File: config.mk
export PLATFORM = sky130hd
export DESIGN_NAME = flitSwitch
export DESIGN_NICKNAME = d
export VERILOG_FILES = /design/src/design/nocPkg.sv /design/src/design/flitSwitch.sv /design/src/design/outputMux.sv /design/src/design/holdTimer.sv /design/src/design/grantArbiter.sv /design/src/design/flitQueue.sv
export SDC_FILE = /design/constraint.sdc
export NUM_CORES = 1
export LEC_CHECK = 0
export ABC_AREA = 0
export BUFFER_PORTS_ARGS = -buffer_cell sky130_fd_sc_hd__buf_2
export CORE_ASPECT_RATIO = 1.5
export CORE_UTILIZATION = 40
export DETAILED_ROUTE_END_ITERATION = 10
export SETUP_SLACK_MARGIN = 0.02
export SKIP_LAST_GASP = 1
export SLEW_MARGIN = 25
export SYNTH_ARGS = -nofsm -noshare
export SYNTH_HDL_FRONTEND = slang
export SYNTH_SLANG_ARGS = --single-unit
File: constraint.sdc
create_clock -name clk -period 4.1 [get_ports clk]
set_clock_uncertainty 0.1 [all_clocks]
set_input_delay 0.205 -clock clk [delete_from_list [all_inputs] [get_ports clk]]
set_output_delay 0.205 -clock clk [all_outputs]
set_load 0.02 [all_outputs]
File: src/design/nocPkg.sv
package nocPkg;

  parameter int numPorts = 5;
  parameter int flitIdWidth = 3;
  parameter int payloadWidth = 12;
  parameter int lengthWidth = 8;

  // Flit id codes
  parameter logic [flitIdWidth-1:0] headerId = 3'd1;
  parameter logic [flitIdWidth-1:0] bodyId = 3'd2;

  // Port indices in rotation order
  parameter int portL = 0;
  parameter int portN = 1;
  parameter int portE = 2;
  parameter int portW = 3;
  parameter int portS = 4;

  typedef struct packed {
    logic [payloadWidth-lengthWidth-1:0] destTag; // Routing tag passed through untouched
    logic [lengthWidth-1:0] length;               // Packet length in flits, header included
  } headerFields;

  // Header flits carry the fields above, body flits carry plain data
  typedef union packed {
    headerFields header;
    logic [payloadWidth-1:0] data;
  } flitPayload;

endpackage
File: src/design/flitSwitch.sv
`timescale 1ns/10ps

module flitSwitch #(
  parameter int queueDepth = 4
) (
  input  logic                                                 clk,
  input  logic                                                 rst,
  input  logic [nocPkg::numPorts-1:0]                          inValid,
  input  logic [nocPkg::numPorts-1:0][nocPkg::flitIdWidth-1:0] inFlitId,
  input  logic [nocPkg::numPorts-1:0][nocPkg::payloadWidth-1:0] inPayload,
  output logic [nocPkg::numPorts-1:0]                          inReady,
  output logic                                                 outValid,
  output logic [nocPkg::flitIdWidth-1:0]                       outFlitId,
  output logic [nocPkg::payloadWidth-1:0]                      outPayload,
  input  logic                                                 outReady
);

  logic [nocPkg::numPorts-1:0]                           headValid;
  logic [nocPkg::numPorts-1:0][nocPkg::flitIdWidth-1:0]  headFlitId;
  logic [nocPkg::numPorts-1:0][nocPkg::payloadWidth-1:0] headPayload;
  logic [nocPkg::numPorts-1:0]                           grant;
  logic [nocPkg::numPorts-1:0]                           pop;
  logic [nocPkg::numPorts-1:0]                           timesUp;

  for (genvar p = 0; p < nocPkg::numPorts; p++)
  begin : gPort
    flitQueue #(
      .queueDepth (queueDepth)
    ) u_flitQueue (
      .clk         (clk),
      .rst         (rst),
      .inValid     (inValid[p]),
      .inFlitId    (inFlitId[p]),
      .inPayload   (inPayload[p]),
      .inReady     (inReady[p]),
      .headValid   (headValid[p]),
      .headFlitId  (headFlitId[p]),
      .headPayload (headPayload[p]),
      .pop         (pop[p])
    );

    holdTimer u_holdTimer (
      .clk         (clk),
      .rst         (rst),
      .granted     (grant[p]),
      .pop         (pop[p]),
      .headFlitId  (headFlitId[p]),
      .headPayload (headPayload[p]),
      .timesUp     (timesUp[p])
    );
  end

  grantArbiter u_grantArbiter (
    .clk     (clk),
    .rst     (rst),
    .request (headValid), // Any queued flit requests the link
    .timesUp (timesUp),
    .grant   (grant)
  );

  outputMux u_outputMux (
    .grant       (grant),
    .headValid   (headValid),
    .headFlitId  (headFlitId),
    .headPayload (headPayload),
    .outReady    (outReady),
    .outValid    (outValid),
    .outFlitId   (outFlitId),
    .outPayload  (outPayload),
    .pop         (pop)
  );

endmodule

File: src/design/outputMux.sv
`timescale 1ns/10ps

module outputMux (
  input  logic [nocPkg::numPorts-1:0]                          grant,
  input  logic [nocPkg::numPorts-1:0]                          headValid,
  input  logic [nocPkg::numPorts-1:0][nocPkg::flitIdWidth-1:0] headFlitId,
  input  logic [nocPkg::numPorts-1:0][nocPkg::payloadWidth-1:0] headPayload,
  input  logic                                                 outReady,
  output logic                                                 outValid,
  output logic [nocPkg::flitIdWidth-1:0]                       outFlitId,
  output logic [nocPkg::payloadWidth-1:0]                      outPayload,
  output logic [nocPkg::numPorts-1:0]                          pop
);

  logic [nocPkg::numPorts-1:0] live;

  assign live = grant & headValid;
  assign outValid = |live;
  assign pop = live & {nocPkg::numPorts{outReady}}; // Transfer pops the granted queue

  // AND-OR select that relies on a one-hot grant
  always_comb
  begin
    outFlitId = '0;
    outPayload = '0;
    for (int p = 0; p < nocPkg::numPorts; p++)
    begin
      if (grant[p])
      begin
        outFlitId = outFlitId | headFlitId[p];
        outPayload = outPayload | headPayload[p];
      end
    end
  end

  always_comb
  begin
    if (outValid)
      grantOneHot: assert #0 ($onehot(grant))
        else $error("outputMux valid with grant %b", grant);
  end

endmodule

File: src/design/holdTimer.sv
`timescale 1ns/10ps

module holdTimer (
  input  logic                           clk,
  input  logic                           rst,
  input  logic                           granted,
  input  logic                           pop,
  input  logic [nocPkg::flitIdWidth-1:0] headFlitId,
  input  nocPkg::flitPayload             headPayload,
  output logic                           timesUp
);

  logic [nocPkg::lengthWidth-1:0] count;
  logic [nocPkg::lengthWidth-1:0] length;

  always_ff @(posedge clk)
  begin
    if (rst || !granted)
    begin
      count <= '0;
      length <= '0;
    end
    else if (pop)
    begin
      if (headFlitId == nocPkg::headerId)
      begin
        length <= headPayload.header.length;
        count <= nocPkg::lengthWidth'(1); // Header is the first flit
      end
      else if (headFlitId == nocPkg::bodyId)
        count <= count + 1'b1;
    end
  end

  // Zero length means no header seen yet
  assign timesUp = (count == length) && (length != '0);

  popOnlyGranted: assert property (@(posedge clk) disable iff (rst) pop |-> granted)
    else $error("holdTimer pop without grant");

endmodule

File: src/design/grantArbiter.sv
`timescale 1ns/10ps

module grantArbiter (
  input  logic                        clk,
  input  logic                        rst,
  input  logic [nocPkg::numPorts-1:0] request,
  input  logic [nocPkg::numPorts-1:0] timesUp,
  output logic [nocPkg::numPorts-1:0] grant
);

  // One-hot states with idle in bit 0 and port p in bit p+1
  localparam logic [5:0] stIdle = 6'b000001;
  localparam logic [5:0] stL = 6'b000010;
  localparam logic [5:0] stN = 6'b000100;
  localparam logic [5:0] stE = 6'b001000;
  localparam logic [5:0] stW = 6'b010000;
  localparam logic [5:0] stS = 6'b100000;

  logic [5:0] state;
  logic [5:0] nextState;

  // First requester from port first onward with wraparound
  function automatic logic [5:0] rotate(input logic [nocPkg::numPorts-1:0] req,
                                        input int first);
    logic [5:0] pick;
    int idx;
    pick = stIdle;
    for (int k = nocPkg::numPorts - 1; k >= 0; k--)
    begin
      idx = (first + k) % nocPkg::numPorts;
      if (req[idx])
        pick = stL << idx; // Lower offset overrides so nearest wins
    end
    return pick;
  endfunction

  function automatic logic [5:0] holdOrRotate(input logic [nocPkg::numPorts-1:0] req,
                                              input logic [nocPkg::numPorts-1:0] up,
                                              input int cur);
    if (req[cur] && !up[cur])
      return stL << cur;
    return rotate(req, (cur + 1) % nocPkg::numPorts); // Holder is searched last
  endfunction

  always_comb
  begin
    case (state)
      stIdle: nextState = rotate(request, nocPkg::portL);
      stL: nextState = holdOrRotate(request, timesUp, nocPkg::portL);
      stN: nextState = holdOrRotate(request, timesUp, nocPkg::portN);
      stE: nextState = holdOrRotate(request, timesUp, nocPkg::portE);
      stW: nextState = holdOrRotate(request, timesUp, nocPkg::portW);
      stS: nextState = holdOrRotate(request, timesUp, nocPkg::portS);
      default: nextState = stIdle;
    endcase
  end

  always_ff @(posedge clk)
  begin
    if (rst)
      state <= stIdle;
    else
      state <= nextState;
  end

  // A finished packet blocks its port until the state has moved on,
  // otherwise the next header would slip out in the gap cycle
  assign grant = state[5:1] & ~timesUp;

  stateOneHot: assert property (@(posedge clk) disable iff (rst) $onehot(state))
    else $error("grantArbiter state not one-hot: %b", state);

endmodule

File: src/design/flitQueue.sv
`timescale 1ns/10ps

module flitQueue #(
  parameter int queueDepth = 4
) (
  input  logic                           clk,
  input  logic                           rst,
  input  logic                           inValid,
  input  logic [nocPkg::flitIdWidth-1:0] inFlitId,
  input  nocPkg::flitPayload             inPayload,
  output logic                           inReady,
  output logic                           headValid,
  output logic [nocPkg::flitIdWidth-1:0] headFlitId,
  output nocPkg::flitPayload             headPayload,
  input  logic                           pop
);

  localparam int ptrWidth = (queueDepth > 1) ? $clog2(queueDepth) : 1;
  localparam int cntWidth = $clog2(queueDepth + 1);

  logic [nocPkg::flitIdWidth-1:0] idMem [queueDepth];
  nocPkg::flitPayload             payloadMem [queueDepth];
  logic [ptrWidth-1:0]            wrPtr;
  logic [ptrWidth-1:0]            rdPtr;
  logic [cntWidth-1:0]            count;
  logic                           push;

  function automatic logic [ptrWidth-1:0] nextPtr(input logic [ptrWidth-1:0] ptr);
    if (ptr == ptrWidth'(queueDepth - 1))
      return '0;
    return ptr + 1'b1;
  endfunction

  assign inReady = (count != cntWidth'(queueDepth)); // Ready while not full
  assign push = inValid && inReady;
  assign headValid = (count != '0);
  assign headFlitId = idMem[rdPtr];
  assign headPayload = payloadMem[rdPtr];

  always_ff @(posedge clk)
  begin
    if (push)
    begin
      idMem[wrPtr] <= inFlitId;
      payloadMem[wrPtr] <= inPayload;
    end
  end

  always_ff @(posedge clk)
  begin
    if (rst)
    begin
      wrPtr <= '0;
      rdPtr <= '0;
      count <= '0;
    end
    else
    begin
      if (push)
        wrPtr <= nextPtr(wrPtr);
      if (pop)
        rdPtr <= nextPtr(rdPtr);
      if (push && !pop)
        count <= count + 1'b1;
      else if (pop && !push)
        count <= count - 1'b1; // Push with pop leaves the count alone
    end
  end

  popNotEmpty: assert property (@(posedge clk) disable iff (rst) pop |-> headValid)
    else $error("flitQueue popped while empty");

endmodule

==> flow_metrics.tcl <==
set metrics [dict create \
    outcome "complete, no violations" \
    rows 95 \
    utilization 0.481 \
    ir_drop_uv 326 \
    hpwl_um 29500 \
    first_iter_violations 694 \
    core_area_um2 45000 \
    die_w_um 177 \
    async_flop_share 0 \
    start_util 0.409 \
    cts_resized 0 \
    yosysWarnings 0 \
    pre_cts_ws_ps 555 \
    overflow 0 \
    p_sw_mw 3.46 \
    n_fill_cell 3880 \
    crit_path_start_kind "register" \
    synth-seq-cells 431 \
    timing.final.ws_setup_ps 515 \
    place_inst 1918 \
    final_common_cell "edfxtp_1" \
    via_per_inst 5.28 \
    grt_pass1_vias 11500 \
    antenna_found_initial 0 \
    seq_area_um2 11600 \
    layout_common_cells "edfxtp_1, dfxtp_1, nor2_1, buf_2, dlygate4sd3_1" \
    drc 0 \
    syn-instance-count 1274 \
    routed_wirelength_um 41400 \
    powerDensity_nw_per_um2 534 \
    syn_to_final_growth_pct 17.8 \
    swShare 0.298 \
    yosysSeqAreaShare 0.632 \
    intPower_mw 8.13 \
    slew_headroom 0.405 \
    grt_start_max_net_pins 38 \
    grt_pass1_wl_um 63900 \
    maxSlewViolCount 0 \
    gp_congestion 0.907 \
    finalHoldViolations 0 \
    crit_chain "xor2_1 > nor4_1 > a31oi_2 > nand3_1 > ha_1 > inv_1 > fa_1 > xor2_1 > or3_1 > a21oi_1" \
    p_seq_frac 0.453 \
    cpMaxStageDelayCell "nor4_1" \
    clk_pin_slew_ps 60 \
    cp_common_cell "xor2_1" \
    required_ps 4480 \
    die_area_um2 46900 \
    finalPower_mw 11.6 \
    pwr-share-clk 0.338 \
    postPlaceCellArea_um2 19500 \
    critPathTopFamily "simple AND/OR/NAND/NOR gates" \
    cts.htree.levels 2 \
    ant_nets 0 \
    layoutNonFillerInstCount 2080 \
    cts-root-buf "clkbuf_16" \
    cts_buffers 44 \
    clkLatencyLatePin_ps 550 \
    avgSynthCellArea_um2 14.4 \
    cts_sinks 431 \
    cp_max_fo 19 \
    multi_input_area_um2 6390 \
    end_kind "register" \
    final-setup-viol-count 0 \
    fin_tns_setup_ps 0 \
    combPwrFrac 0.209 \
    stdcell_area_um2 21700 \
    path_class "reg2reg" \
    rsz0062_at_grt "no" \
    synthFlopType "edfxtp_1" \
    firstDrtPassIters 5 \
    fin_crit_ps 3590 \
    clockBufferDepth 3 \
    grt_usage 0.180 \
    cpPeakStageDelay_ps 670 \
    drive_gt1_frac 0.193 \
    cts_tree "done" \
    synth-edff-count 300 \
    numPortBuffers 103 \
    tightestPinTransition_ps 892 \
    wire_per_inst_um 19.9 \
    power.leakage_nw 7.77 \
    synth_cell_types 68 \
    fin_nets 1585 \
    synth.cell_area_um2 18400 \
    crit_arrival_ps 3970 \
    maxCapViolCount 0 \
    vias 11000 \
    syn-num-nets 1397 \
    path_buf_inv 1 \
    whs_ps 175 \
    hp-class "in2reg" \
    fmaxAchievable_mhz 279 \
    fp.dieH_um 265 \
    min_period_over_period 0.874 \
    io_pins 104 \
]
-- cells in the mapped netlist (all sizes together) (6+ instances only) --
cell type  number  share of area
edfxtp        300           0.49
a21oi          20         0.0054
nand2          61          0.013
nor4           25          0.012
mux2i          62          0.034
mux4           75          0.092
a211oi         10         0.0041
or2             8         0.0027
a22oi          30          0.012
nand2b         12         0.0041
inv            33         0.0067
ha             35          0.024
nand3          34         0.0095
nor3           20         0.0057
clkbuf         35         0.0073
nor2          134          0.029
xnor2          25          0.012
xor2           59          0.028
dfxtp         131           0.14
buf            19         0.0075
and3           31          0.011
o21ai          25         0.0068
nand4          17         0.0058
or3            16         0.0054
and2            6         0.0021
-- registers in the layout, summed over array words and instances (netlist names), named ones only --
name	cells
gPort.u_flitQueue.payloadMem	240
gPort.u_flitQueue.idMem	60
gPort.u_holdTimer.length	40
gPort.u_holdTimer.count	40
gPort.u_flitQueue.rdPtr	10
gPort.u_flitQueue.wrPtr	10
gPort.u_flitQueue.count	15
u_grantArbiter.state	6
-- final timing paths --
check,endpoint,depth (start not counted),slack (ps),from
max,gPort[4].u_flitQueue.count[2],10,510,gPort[4].u_holdTimer.count[4]
max reg2reg,gPort[4].u_flitQueue.count[2],10,510,gPort[4].u_holdTimer.count[4]
min reg2reg,gPort[2].u_holdTimer.count[1],2,410,gPort[2].u_holdTimer.count[1]
min,gPort[3].u_flitQueue.wrPtr[1],2,180,rst
-- layer usage --
metal,GRT usage,routed length [um],up-vias
li1,-,-,5211
met3,0.0268,1840,65
met5,0,0,-
met4,0.0657,1260,0
met1,0.211,16300,5463
met2,0.329,22000,253
-- final cells by class --
cell class,instances,area share
tap,582,0.0336
antenna,1,0.000115
sequential,431,0.536
clock inverter,32,0.0130
multi-input combinational,756,0.294
clock buffer,49,0.0516
timing repair buffer,196,0.0652
inverter,33,0.00571
-- kinds of logic after synthesis --
kind of cell / Yosys count / share of synthesized area
flip-flops: 431 / 0.632
AND/OR/NAND/NOR: 381 / 0.109
multiplexers: 137 / 0.126
AO/OA/AOI/OAI: 114 / 0.0428
buffers and inverters: 87 / 0.0215
XOR/XNOR: 84 / 0.0400
adder cells (fa/ha/maj): 40 / 0.0292
-- power by group through the flow --
| stage | clock [mW] | combinational [mW] | sequential, mW |
|---|---|---|---|
| finish | 3.91 | 2.43 | 5.25 |
| global placement | 0 | 2.36 | 5.33 |
| global route | 4.16 | 2.64 | 5.30 |
| CTS | 3.99 | 2.45 | 5.26 |
| floorplan | 0 | 1.60 | 5.27 |
| detailed placement | 0 | 2.38 | 5.35 |
-- what timing repair did --
| action | 4_1_cts | 5_1_grt |
|---|---|---|
| hold buffers | 80 | 0 |
| hold endpoints to repair | 305 | 0 |
| setup buffers | 0 | 0 |
| setup endpoints to repair | 0 | 0 |
(Power assumes the default switching activity.)
